--- src/rtl/mips_isa_pkg.sv ---
// MIPS instruction set definitions
// register and word types, the supported major opcodes and R-type
// function codes, and the operation encoding of the ALU
`default_nettype none

package mips_isa_pkg;

   typedef logic [4:0]  reg_idx_t;   // register number
   typedef logic [31:0] word_t;      // data word

   //////////////////////////////////////////////////////////////////////
   // instruction encodings
   //////////////////////////////////////////////////////////////////////
   typedef enum logic [5:0] {
      OP_RTYPE = 6'h00,   // funct picks the operation
      OP_ADDIU = 6'h09,
      OP_SLTI  = 6'h0a,
      OP_ANDI  = 6'h0c,
      OP_ORI   = 6'h0d,
      OP_XORI  = 6'h0e,
      OP_LUI   = 6'h0f
   } opcode_t;

   typedef enum logic [5:0] {
      F_SLL  = 6'h00,
      F_SRL  = 6'h02,
      F_ADDU = 6'h21,
      F_SUBU = 6'h23,
      F_AND  = 6'h24,
      F_OR   = 6'h25,
      F_XOR  = 6'h26,
      F_NOR  = 6'h27,
      F_SLT  = 6'h2a,
      F_SLTU = 6'h2b
   } funct_t;

   // alu operations
   typedef enum logic [3:0] {
      ALU_ADD, ALU_SUB, ALU_AND, ALU_OR, ALU_XOR, ALU_NOR,
      ALU_SLT, ALU_SLTU, ALU_SLL, ALU_SRL, ALU_LUI
   } alu_op_t;

endpackage

`default_nettype wire
--- src/rtl/pipe_pkg.sv ---
// pipeline payload definitions
// stage-to-stage payloads of the core and the retirement record
// that leaves at the top-level result port
`default_nettype none

package pipe_pkg;

   //////////////////////////////////////////////////////////////////////
   // decode to execute
   //////////////////////////////////////////////////////////////////////
   typedef struct packed {
      mips_isa_pkg::alu_op_t  alu_op;
      mips_isa_pkg::reg_idx_t rs;        // forwarding compare
      mips_isa_pkg::reg_idx_t rt;
      mips_isa_pkg::reg_idx_t wsel;      // destination rd or rt
      mips_isa_pkg::word_t    rdat1;
      mips_isa_pkg::word_t    rdat2;
      mips_isa_pkg::word_t    imm;       // already extended
      logic [4:0]             shamt;
      logic                   alu_src;   // 1 selects imm
      logic                   regwr;
      logic                   illegal;
   } dec_ex_t;

   // execute to result
   typedef struct packed {
      mips_isa_pkg::reg_idx_t wsel;
      mips_isa_pkg::word_t    wdat;
      logic                   regwr;
      logic                   illegal;
   } ex_wb_t;

   // one record per retired instruction
   typedef struct packed {
      mips_isa_pkg::reg_idx_t wsel;
      mips_isa_pkg::word_t    wdat;
      logic                   regwr;
      logic                   illegal;   // unsupported opcode or funct
   } retire_t;

endpackage

`default_nettype wire

--- src/rtl/datapath.sv ---
// integer core top level
// decode, execute and result stages around the register file, with
// credit flow control on the instruction input and the result output
`default_nettype none
`timescale 1ns/10ps

module datapath #(
   parameter int INSTR_DEPTH = 4,   // also the input credits
   parameter int RES_CREDITS = 2
) (
   input  logic                CLK,
   input  logic                rst_n,
   input  logic                instr_valid,
   input  mips_isa_pkg::word_t instr,
   output logic                instr_credit,
   output logic                res_valid,
   output pipe_pkg::retire_t   res,
   input  logic                res_credit
);

   mips_isa_pkg::reg_idx_t rsel1;
   mips_isa_pkg::reg_idx_t rsel2;
   mips_isa_pkg::reg_idx_t wsel;
   mips_isa_pkg::word_t    rdat1;
   mips_isa_pkg::word_t    rdat2;
   mips_isa_pkg::word_t    wdat;
   logic                   wen;
   logic                   dec_valid;
   logic                   ex_ready;
   logic                   ex_valid;
   logic                   wb_ready;
   logic                   fwd_valid;
   pipe_pkg::dec_ex_t      dec;
   pipe_pkg::ex_wb_t       ex;
   pipe_pkg::ex_wb_t       fwd;

   //////////////////////////////////////////////////////////////////////
   // stages
   //////////////////////////////////////////////////////////////////////
   instr_decode #(.INSTR_DEPTH(INSTR_DEPTH)) u_instr_decode (
      .CLK          (CLK),
      .rst_n        (rst_n),
      .instr_valid  (instr_valid),
      .instr        (instr),
      .instr_credit (instr_credit),
      .ex_ready     (ex_ready),
      .rsel1        (rsel1),
      .rsel2        (rsel2),
      .rdat1        (rdat1),
      .rdat2        (rdat2),
      .dec_valid    (dec_valid),
      .dec          (dec)
   );

   register_file u_register_file (
      .CLK   (CLK),
      .rst_n (rst_n),
      .rsel1 (rsel1),
      .rsel2 (rsel2),
      .rdat1 (rdat1),
      .rdat2 (rdat2),
      .wen   (wen),
      .wsel  (wsel),
      .wdat  (wdat)
   );

   instr_execute u_instr_execute (
      .CLK       (CLK),
      .rst_n     (rst_n),
      .dec_valid (dec_valid),
      .dec       (dec),
      .wb_ready  (wb_ready),
      .ex_ready  (ex_ready),
      .fwd_valid (fwd_valid),
      .fwd       (fwd),
      .ex_valid  (ex_valid),
      .ex        (ex)
   );

   // writeback and retirement
   wb_result #(.RES_CREDITS(RES_CREDITS)) u_wb_result (
      .CLK        (CLK),
      .rst_n      (rst_n),
      .ex_valid   (ex_valid),
      .ex         (ex),
      .wb_ready   (wb_ready),
      .fwd_valid  (fwd_valid),
      .fwd        (fwd),
      .wen        (wen),
      .wsel       (wsel),
      .wdat       (wdat),
      .res_valid  (res_valid),
      .res        (res),
      .res_credit (res_credit)
   );

endmodule

`default_nettype wire

--- src/rtl/wb_result.sv ---
// result stage
// holds the executed instruction until an output credit is available,
// then retires it, writing the register file and sending the record
`default_nettype none
`timescale 1ns/10ps

module wb_result #(
   parameter int RES_CREDITS = 2
) (
   input  logic                   CLK,
   input  logic                   rst_n,
   input  logic                   ex_valid,
   input  pipe_pkg::ex_wb_t       ex,
   output logic                   wb_ready,
   output logic                   fwd_valid,
   output pipe_pkg::ex_wb_t       fwd,
   output logic                   wen,
   output mips_isa_pkg::reg_idx_t wsel,
   output mips_isa_pkg::word_t    wdat,
   output logic                   res_valid,
   output pipe_pkg::retire_t      res,
   input  logic                   res_credit
);

   localparam int CW = $clog2(RES_CREDITS + 1);

   pipe_pkg::ex_wb_t wb;
   logic             wb_valid;
   logic             retire;
   logic [CW-1:0]    credits;

   pipe_stage_reg #(.payload_t(pipe_pkg::ex_wb_t)) u_ex_wb (
      .CLK       (CLK),
      .rst_n     (rst_n),
      .in_valid  (ex_valid),
      .in_data   (ex),
      .advance   (wb_ready),
      .out_valid (wb_valid),
      .out_data  (wb)
   );

   assign retire   = wb_valid && (credits != '0);
   assign wb_ready = !wb_valid || retire;

   // output credit counter
   always_ff @(posedge CLK) begin
      if (!rst_n) begin
         credits <= CW'(RES_CREDITS);
      end else begin
         credits <= credits - CW'(retire) + CW'(res_credit);
      end
   end

   assign fwd_valid = wb_valid;   // held entry whether retiring or not
   assign fwd       = wb;
   assign wen       = retire && wb.regwr;
   assign wsel      = wb.wsel;
   assign wdat      = wb.wdat;
   assign res_valid = retire;

   always_comb begin
      res.wsel    = wb.wsel;
      res.wdat    = wb.wdat;
      res.regwr   = wb.regwr;
      res.illegal = wb.illegal;
   end

   // sink returned more credits than it was given
   a_credit_max : assert property (@(posedge CLK) disable iff (!rst_n)
      credits <= CW'(RES_CREDITS));

endmodule

`default_nettype wire

--- src/rtl/instr_execute.sv ---
// execute stage
// registers the decoded instruction, forwards operands from the entry
// held in the result stage, selects the second operand and runs the ALU
`default_nettype none
`timescale 1ns/10ps

module instr_execute (
   input  logic              CLK,
   input  logic              rst_n,
   input  logic              dec_valid,
   input  pipe_pkg::dec_ex_t dec,
   input  logic              wb_ready,
   output logic              ex_ready,
   input  logic              fwd_valid,
   input  pipe_pkg::ex_wb_t  fwd,
   output logic              ex_valid,
   output pipe_pkg::ex_wb_t  ex
);

   pipe_pkg::dec_ex_t   de;
   logic                de_valid;
   logic                fwd_rs;
   logic                fwd_rt;
   mips_isa_pkg::word_t op_a;
   mips_isa_pkg::word_t rt_val;
   mips_isa_pkg::word_t op_b;
   mips_isa_pkg::word_t alu_res;

   assign ex_ready = !de_valid || wb_ready;

   pipe_stage_reg #(.payload_t(pipe_pkg::dec_ex_t)) u_dec_ex (
      .CLK       (CLK),
      .rst_n     (rst_n),
      .in_valid  (dec_valid),
      .in_data   (dec),
      .advance   (ex_ready),
      .out_valid (de_valid),
      .out_data  (de)
   );

   //////////////////////////////////////////////////////////////////////
   // forwarding and operand select
   //////////////////////////////////////////////////////////////////////
   // older writes already went through the register file bypass
   assign fwd_rs = fwd_valid && fwd.regwr && (fwd.wsel == de.rs);
   assign fwd_rt = fwd_valid && fwd.regwr && (fwd.wsel == de.rt);
   assign op_a   = fwd_rs ? fwd.wdat : de.rdat1;
   assign rt_val = fwd_rt ? fwd.wdat : de.rdat2;
   assign op_b   = de.alu_src ? de.imm : rt_val;

   alu u_alu (
      .op    (de.alu_op),
      .op1   (op_a),
      .op2   (op_b),
      .shamt (de.shamt),
      .res   (alu_res)
   );

   assign ex_valid = de_valid;

   always_comb begin
      ex.wsel    = de.wsel;
      ex.wdat    = alu_res;
      ex.regwr   = de.regwr;
      ex.illegal = de.illegal;
   end

endmodule

`default_nettype wire

--- src/rtl/instr_decode.sv ---
// instruction decode stage
// buffers incoming instructions in a FIFO, returns one input credit
// per pop, splits the head instruction into fields, extends the
// immediate and reads the register file
`default_nettype none
`timescale 1ns/10ps

module instr_decode #(
   parameter int INSTR_DEPTH = 4
) (
   input  logic                   CLK,
   input  logic                   rst_n,
   input  logic                   instr_valid,
   input  mips_isa_pkg::word_t    instr,
   output logic                   instr_credit,
   input  logic                   ex_ready,
   output mips_isa_pkg::reg_idx_t rsel1,
   output mips_isa_pkg::reg_idx_t rsel2,
   input  mips_isa_pkg::word_t    rdat1,
   input  mips_isa_pkg::word_t    rdat2,
   output logic                   dec_valid,
   output pipe_pkg::dec_ex_t      dec
);

   localparam int AW = (INSTR_DEPTH > 1) ? $clog2(INSTR_DEPTH) : 1;
   localparam int CW = $clog2(INSTR_DEPTH + 1);

   mips_isa_pkg::word_t   fifo_mem [INSTR_DEPTH];
   logic [AW-1:0]         wr_ptr;
   logic [AW-1:0]         rd_ptr;
   logic [CW-1:0]         count;
   logic                  full;
   logic                  pop;
   logic                  legal;
   mips_isa_pkg::word_t   head;
   mips_isa_pkg::opcode_t opcode;
   mips_isa_pkg::funct_t  funct;
   logic [15:0]           imm16;

   //////////////////////////////////////////////////////////////////////
   // instruction FIFO
   //////////////////////////////////////////////////////////////////////
   assign full      = (count == CW'(INSTR_DEPTH));
   assign dec_valid = (count != '0);
   assign pop       = dec_valid && ex_ready;
   assign head      = fifo_mem[rd_ptr];

   always_ff @(posedge CLK) begin
      if (instr_valid) begin
         fifo_mem[wr_ptr] <= instr;
      end
   end

   always_ff @(posedge CLK) begin
      if (!rst_n) begin
         wr_ptr       <= '0;
         rd_ptr       <= '0;
         count        <= '0;
         instr_credit <= 1'b0;
      end else begin
         if (instr_valid) begin
            wr_ptr <= (wr_ptr == AW'(INSTR_DEPTH - 1)) ? '0 : wr_ptr + 1'b1;
         end
         if (pop) begin
            rd_ptr <= (rd_ptr == AW'(INSTR_DEPTH - 1)) ? '0 : rd_ptr + 1'b1;
         end
         count        <= count + CW'(instr_valid) - CW'(pop);
         instr_credit <= pop;   // one credit back per entry leaving
      end
   end

   // source spent a credit it did not hold
   a_no_overrun : assert property (@(posedge CLK) disable iff (!rst_n)
      instr_valid |-> !full);

   //////////////////////////////////////////////////////////////////////
   // field decode
   //////////////////////////////////////////////////////////////////////
   assign opcode = mips_isa_pkg::opcode_t'(head[31:26]);
   assign funct  = mips_isa_pkg::funct_t'(head[5:0]);
   assign imm16  = head[15:0];
   assign rsel1  = head[25:21];
   assign rsel2  = head[20:16];

   always_comb begin
      dec         = '0;
      dec.rs      = rsel1;
      dec.rt      = rsel2;
      dec.rdat1   = rdat1;
      dec.rdat2   = rdat2;
      dec.shamt   = head[10:6];
      dec.wsel    = rsel2;             // I-type writes rt
      dec.alu_src = 1'b1;
      dec.imm     = {16'b0, imm16};    // zero extend unless overridden
      dec.alu_op  = mips_isa_pkg::ALU_ADD;
      legal       = 1'b1;
      case (opcode)
         mips_isa_pkg::OP_RTYPE: begin
            dec.wsel    = head[15:11];
            dec.alu_src = 1'b0;
            case (funct)
               mips_isa_pkg::F_ADDU: dec.alu_op = mips_isa_pkg::ALU_ADD;
               mips_isa_pkg::F_SUBU: dec.alu_op = mips_isa_pkg::ALU_SUB;
               mips_isa_pkg::F_AND:  dec.alu_op = mips_isa_pkg::ALU_AND;
               mips_isa_pkg::F_OR:   dec.alu_op = mips_isa_pkg::ALU_OR;
               mips_isa_pkg::F_XOR:  dec.alu_op = mips_isa_pkg::ALU_XOR;
               mips_isa_pkg::F_NOR:  dec.alu_op = mips_isa_pkg::ALU_NOR;
               mips_isa_pkg::F_SLT:  dec.alu_op = mips_isa_pkg::ALU_SLT;
               mips_isa_pkg::F_SLTU: dec.alu_op = mips_isa_pkg::ALU_SLTU;
               mips_isa_pkg::F_SLL:  dec.alu_op = mips_isa_pkg::ALU_SLL;
               mips_isa_pkg::F_SRL:  dec.alu_op = mips_isa_pkg::ALU_SRL;
               default:              legal      = 1'b0;
            endcase
         end
         mips_isa_pkg::OP_ADDIU: dec.imm    = {{16{imm16[15]}}, imm16};
         mips_isa_pkg::OP_SLTI: begin
            dec.alu_op = mips_isa_pkg::ALU_SLT;
            dec.imm    = {{16{imm16[15]}}, imm16};
         end
         mips_isa_pkg::OP_ANDI:  dec.alu_op = mips_isa_pkg::ALU_AND;
         mips_isa_pkg::OP_ORI:   dec.alu_op = mips_isa_pkg::ALU_OR;
         mips_isa_pkg::OP_XORI:  dec.alu_op = mips_isa_pkg::ALU_XOR;
         mips_isa_pkg::OP_LUI:   dec.alu_op = mips_isa_pkg::ALU_LUI;
         default:                legal      = 1'b0;
      endcase
      dec.illegal = !legal;
      dec.regwr   = legal && (dec.wsel != '0);   // $0 never written
   end

endmodule

`default_nettype wire

--- src/rtl/alu.sv ---
// integer ALU
// combinational, modulo 2^32 arithmetic, signed and unsigned set on
// less than, logical shifts of op2 by shamt and load upper immediate
`default_nettype none
`timescale 1ns/10ps

module alu (
   input  mips_isa_pkg::alu_op_t op,
   input  mips_isa_pkg::word_t   op1,
   input  mips_isa_pkg::word_t   op2,
   input  logic [4:0]            shamt,
   output mips_isa_pkg::word_t   res
);

   always_comb begin
      case (op)
         mips_isa_pkg::ALU_ADD:  res = op1 + op2;   // wraps without an overflow trap
         mips_isa_pkg::ALU_SUB:  res = op1 - op2;
         mips_isa_pkg::ALU_AND:  res = op1 & op2;
         mips_isa_pkg::ALU_OR:   res = op1 | op2;
         mips_isa_pkg::ALU_XOR:  res = op1 ^ op2;
         mips_isa_pkg::ALU_NOR:  res = ~(op1 | op2);
         mips_isa_pkg::ALU_SLT: begin
            res = {31'b0, $signed(op1) < $signed(op2)};
         end
         mips_isa_pkg::ALU_SLTU: begin
            res = {31'b0, op1 < op2};
         end
         // shifts act on the rt operand
         mips_isa_pkg::ALU_SLL:  res = op2 << shamt;
         mips_isa_pkg::ALU_SRL:  res = op2 >> shamt;
         mips_isa_pkg::ALU_LUI:  res = {op2[15:0], 16'b0};
         default:                res = '0;
      endcase
   end

endmodule

`default_nettype wire

--- src/rtl/register_file.sv ---
// register file
// 32 words with two combinational read ports and one write port,
// register 0 reads as zero, a read of the register being written
// sees the new value in the same cycle
`default_nettype none
`timescale 1ns/10ps

module register_file (
   input  logic                   CLK,
   input  logic                   rst_n,
   input  mips_isa_pkg::reg_idx_t rsel1,
   input  mips_isa_pkg::reg_idx_t rsel2,
   output mips_isa_pkg::word_t    rdat1,
   output mips_isa_pkg::word_t    rdat2,
   input  logic                   wen,
   input  mips_isa_pkg::reg_idx_t wsel,
   input  mips_isa_pkg::word_t    wdat
);

   mips_isa_pkg::word_t regs [32];

   always_ff @(posedge CLK) begin
      if (!rst_n) begin
         for (int i = 0; i < 32; i++) begin
            regs[i] <= '0;
         end
      end else if (wen && (wsel != '0)) begin
         regs[wsel] <= wdat;
      end
   end

   // read ports with write bypass
   assign rdat1 = (rsel1 == '0)                  ? '0   :
                  (wen && (wsel == rsel1))       ? wdat : regs[rsel1];
   assign rdat2 = (rsel2 == '0)                  ? '0   :
                  (wen && (wsel == rsel2))       ? wdat : regs[rsel2];

endmodule

`default_nettype wire

--- src/rtl/pipe_stage_reg.sv ---
// pipeline stage register
// holds one payload of any type with its valid bit, loads on advance
// and keeps its contents while the next stage stalls
`default_nettype none
`timescale 1ns/10ps

module pipe_stage_reg #(
   parameter type payload_t = logic [31:0]
) (
   input  logic     CLK,
   input  logic     rst_n,
   input  logic     in_valid,
   input  payload_t in_data,
   input  logic     advance,
   output logic     out_valid,
   output payload_t out_data
);

   always_ff @(posedge CLK) begin
      if (!rst_n) begin
         out_valid <= 1'b0;
      end else if (advance) begin
         out_valid <= in_valid;
      end
   end

   always_ff @(posedge CLK) begin
      if (advance) begin
         out_data <= in_data;   // payload follows the valid bit
      end
   end

endmodule

`default_nettype wire

--- config.mk ---
export PLATFORM = sky130hd
export DESIGN_NAME = datapath
export DESIGN_NICKNAME = d
export VERILOG_FILES = /design/src/rtl/mips_isa_pkg.sv /design/src/rtl/pipe_pkg.sv /design/src/rtl/datapath.sv /design/src/rtl/wb_result.sv /design/src/rtl/instr_execute.sv /design/src/rtl/instr_decode.sv /design/src/rtl/alu.sv /design/src/rtl/register_file.sv /design/src/rtl/pipe_stage_reg.sv
export SDC_FILE = /design/constraint.sdc
export NUM_CORES = 2
export LEC_CHECK = 0
export BUFFER_PORTS_ARGS = -buffer_cell sky130_fd_sc_hd__clkbuf_2
export CORE_AREA = 2 2 393 395
export DETAILED_ROUTE_END_ITERATION = 7
export DIE_AREA = 0 0 395 397
export GPL_TIMING_DRIVEN = 0
export PLACE_DENSITY = 0.75
export SKIP_LAST_GASP = 1
export SYNTH_ARGS = -nofsm -noshare
export SYNTH_HDL_FRONTEND = slang
export SYNTH_SLANG_ARGS = --single-unit
--- constraint.sdc ---
create_clock -name CLK -period 4.7 [get_ports CLK]
set_input_delay 1.175 -clock CLK [delete_from_list [all_inputs] [get_ports CLK]]
set_output_delay 1.175 -clock CLK [all_outputs]
set_load 0.005 [all_outputs]
==> results.txt <==
The flow ran to the end, but the final reports show violations. The final reports fail on DRC, capacitance limit, slew limit, setup timing. Clock skew on the completed layout was measured at 0.03653 ns. The logs give 8025 for the post-route non-filler standard cell count and 53330 for the number of global-route vias before repair. The detailed-route wire length came out at 306.9 mm. The commonest cells after synthesis are sky130_fd_sc_hd__edfxtp_1 (1294), sky130_fd_sc_hd__and2_1 (976), sky130_fd_sc_hd__mux4_2 (567), sky130_fd_sc_hd__clkbuf_1 (421), sky130_fd_sc_hd__mux2i_1 (258).

The fraction of registers with async set or reset after synthesis was 0%. At the end of routability-driven placement, the weighted congestion stood at 1.067. The area growth from synthesis to layout is 15.76%. The die height was 397 um; the worst hold margin was 0.4225 ns. Across the VDD grid, the largest voltage drop is 469.3 uV. The post-route clock period utilization came out at 110.8%. Largest area contributor in the synthesized netlist: sky130_fd_sc_hd__edfxtp_1. Measured along the x axis, the die boundary spans 395 um.

Summed over all layers, the global routing overflow is 0. Measured on the finished design, the core utilization comes to 56.12%. The routed design could run at a clock period as short as 5.209 ns.

Summed over its instances, the top area cell type makes up 52.40% of the synthesized netlist area. The setup-violating endpoint count in the final report came out at 36. The worst endpoint required time was 5.34 ns; the share of the yosys chip area belonging to registers was 52.78%.

The tools report the count of nets left with antenna violations after detail routing as 0. No sink is reached through more buffers than the 3 on the longest clock path. Once the floorplan was initialized, standard cells occupied 48.48% of the core. The clock transition at the register clock pins on the worst setup and hold paths after CTS came out at 0.06 ns.

Once placement completed, the tool counted placed cells totaling 7656. The detailed router's first-iteration violation count is 10170, and the number of buffers created by CTS is 139. The run gives 31 as the initial antenna violation count.

The worst hold path passes through 0 cells. The number of remaining DRC errors is 1, and the first-pass iteration count of the detailed router is 8. Dominant synthesized flop cell: sky130_fd_sc_hd__edfxtp_1. TritonCTS built the clock tree. By area the synthesized netlist is led by sky130_fd_sc_hd__edfxtp_1 (52%), sky130_fd_sc_hd__mux4_2 (17%), sky130_fd_sc_hd__and2_1 (8.2%). 77 I/O pins were placed. The average wire per standard cell is 38.24 um. The number of failing hold endpoints at the final stage was 0; the worst-case setup slack after placement was -2.090 ns. The power per cell area was 694.7 nW/um^2; the largest net degree at the start of global routing was 67.

By instance count, the leading cell after synthesis is sky130_fd_sc_hd__edfxtp_1. Clock latency on the worst-skew pair, taken at its later pin, is 0.82 ns. The reported max-cap violation count came out at 2. In this run the worst path has a maximum fanout of 9.

The first global-routing pass estimated 416.1 mm of wire. The run gives 156800 sq um as the die area. Summed over all cells, the static leakage comes to 30.90 nW. The setup path with the least slack is of type reg -> reg. The placed wire-length estimate after detailed placement was 217.5 mm; the worst-margin pin slew was 1.561 ns. The net count of the finished layout is 5992.

The synthesized design contains 1294 enable-type register cells. The signal arrival time at the worst endpoint is 5.85 ns. For this design, the sink count on the clock tree is 1308.

The tools report the total count of max-transition violations in the final report as 23. The endpoint type of the worst setup path was a flop. Setup repair after global routing could not meet its margin everywhere. Synthesis produced a netlist whose cell count is 5453. For the slack of the critical path, the log shows -0.5088 ns. The worst setup path is launched from a flop. The Yosys step of the flow raised 0 warnings. In this run the tightest slew margin relative to its limit is -4.043%. The overall track demand over capacity in global routing was 38.60%.

The tightest min-delay check is of the reg -> reg type. In the final layout, the share of cells above drive strength 1 is 24.52%. The detail-routed via count per cell works out to 6.967. The floorplan step defined a core boundary enclosing 153000 sq um.

The clock root buffer is sky130_fd_sc_hd__clkbuf_16. The final total power is 59.63 mW, and the number of buffers inserted by port buffering is 76. The total via count in the routed design was 55910; the number of cell instances on the worst register-to-register path was 13. Synthesis instantiated 79 different standard cells from the library. In this run the cell area of the synthesized design comes to 74150 sq um. Static timing analysis puts the maximum clock frequency at 192.0 MHz.

The synthesized design contains 1308 register bits. The floorplan has 144 rows. The maximum level of the CTS H-tree is 4. Dividing the synthesized area by the synthesized cell count gives 13.60 sq um.
-- power breakdown --
part / switching (mW) / leakage (nW) / internal (mW) / total [mW]
registers: 1.80 / 13.4 / 14.2 / 16.0
clock network: 5.02 / 2.08 / 5.72 / 10.7
logic: 21.3 / 15.4 / 11.6 / 32.9
-- cell families (layout without fill, tap and decap cells) --
| family | count (synthesis) | count (layout) | synth area share (%) |
|---|---|---|---|
| xor gates and xnor gates | 46 | 46 | 0.6446 |
| muxes | 889 | 889 | 21.70 |
| adders and majority gates | 108 | 108 | 1.853 |
| DFF | 1308 | 1308 | 52.78 |
| buffers and inverters | 638 | 1111 | 3.344 |
| and+or+nand+nor | 1627 | 1627 | 12.23 |
| other | 1 | 55 | 0.005057 |
| AOI/OAI and AO/OA | 836 | 837 | 7.445 |
-- path summary, 6_finish.rpt --
check / from / endpoint / slack [ns]
worst min-delay path: u_instr_execute.u_dec_ex.out_data[108] / u_wb_result.u_ex_wb.out_data[38] / 0.42
worst max register to register: u_wb_result.u_ex_wb.out_data[11] / u_wb_result.u_ex_wb.out_data[2] / -0.51
worst min register to register: u_instr_execute.u_dec_ex.out_data[108] / u_wb_result.u_ex_wb.out_data[38] / 0.42
worst max-delay path: u_wb_result.u_ex_wb.out_data[11] / u_wb_result.u_ex_wb.out_data[2] / -0.51
-- cell usage in the layout, fill, tap and decap left out, types with 32 or more instances in the layout --
cell	n
sky130_fd_sc_hd__clkbuf_1	379
sky130_fd_sc_hd__a21oi_1	164
sky130_fd_sc_hd__clkbuf_2	138
sky130_fd_sc_hd__o21ai_0	119
sky130_fd_sc_hd__inv_1	97
sky130_fd_sc_hd__o221ai_1	42
sky130_fd_sc_hd__o22ai_1	60
sky130_fd_sc_hd__mux2i_1	237
sky130_fd_sc_hd__nand3_1	61
sky130_fd_sc_hd__nor3_1	71
sky130_fd_sc_hd__mux2_2	57
sky130_fd_sc_hd__nand2_1	154
sky130_fd_sc_hd__buf_2	39
sky130_fd_sc_hd__o21ai_4	34
sky130_fd_sc_hd__clkbuf_16	141
sky130_fd_sc_hd__mux4_2	567
sky130_fd_sc_hd__edfxtp_1	1294
sky130_fd_sc_hd__nor2_1	222
sky130_fd_sc_hd__and2_1	971
sky130_fd_sc_hd__a211oi_1	71
sky130_fd_sc_hd__buf_4	109
sky130_fd_sc_hd__conb_1	32
sky130_fd_sc_hd__a221oi_1	34
sky130_fd_sc_hd__clkinv_1	33
sky130_fd_sc_hd__ha_1	85
-- sequential cells by signal (all words and copies together), names as in the netlist, named ones only --
name and cells:
u_instr_decode.count 3, u_instr_decode.fifo_mem 128, u_instr_decode.instr_credit 1, u_instr_decode.rd_ptr 2, u_instr_decode.wr_ptr 2, u_instr_execute.u_dec_ex.out_data 103
u_instr_execute.u_dec_ex.out_valid 1, u_register_file.regs 1024, u_wb_result.credits 2, u_wb_result.u_ex_wb.out_data 39, u_wb_result.u_ex_wb.out_valid 1
-- per-stage QoR --
| stage | TNS [ns] | instance area (sq um) |
|---|---|---|
| finish | -5.819 | 85840 |
| global route | -5.588 | 85790 |
| CTS | -2.247 | 84900 |
| detailed placement | -78.28 | 78710 |
| global placement | -3575.20 | 77250 |
| floorplan | -1.246 | 74310 |
-- area by class of cell --
| type | instances | area, sq um |
|---|---|---|
| clock inverters | 70 | 699.4 |
| flip-flops and latches | 1308 | 39140 |
| repair buffers | 234 | 2359 |
| plain buffers | 517 | 2507 |
| diodes | 23 | 57.56 |
| multi-input cells | 3539 | 34430 |
| well taps | 2044 | 2557 |
| clock buffers | 181 | 3656 |
| fillers | 12100 | 67130 |
| inverters | 109 | 436.7 |
-- repair_timing --
item | 4_1_cts | 5_1_grt
setup endpoints to repair | 96 | 70
gates resized for setup | 359 | 208
cloned | 1 | 0
pin swaps | 70 | 71
setup buffers | 78 | 31
hold buffers | 0 | 0
-- metal layers --
| metal | up-vias | share of wire (%) | global-route usage [%] | wire length (um) |
|---|---|---|---|---|
| li1 | 21830 | - | - | - |
| met1 | 27930 | 33 | 45.94 | 101300 |
| met2 | 4865 | 43 | 56.22 | 131500 |
| met3 | 1263 | 14 | 14.65 | 43710 |
| met4 | 18 | 9.8 | 30.83 | 30140 |
| met5 | - | 0.060 | 0.3935 | 183 |
-- worst max-delay path, cell delays in order, from the launching register on --
cell and delay [ns]:
sky130_fd_sc_hd__edfxtp_1 0.92, sky130_fd_sc_hd__a41o_1 0.49, sky130_fd_sc_hd__or2_2 0.44, sky130_fd_sc_hd__ha_1 0.46
sky130_fd_sc_hd__nor2_1 0.14, sky130_fd_sc_hd__a211oi_2 0.30, sky130_fd_sc_hd__o221ai_4 0.18, sky130_fd_sc_hd__a221oi_2 0.34
sky130_fd_sc_hd__o211ai_1 0.19, sky130_fd_sc_hd__a41o_2 0.31, sky130_fd_sc_hd__a2111oi_4 0.41, sky130_fd_sc_hd__nor4_2 0.12
sky130_fd_sc_hd__or4_4 0.51, sky130_fd_sc_hd__nand4_1 0.22
No activity file was read; power rests on OpenSTA's default activity.
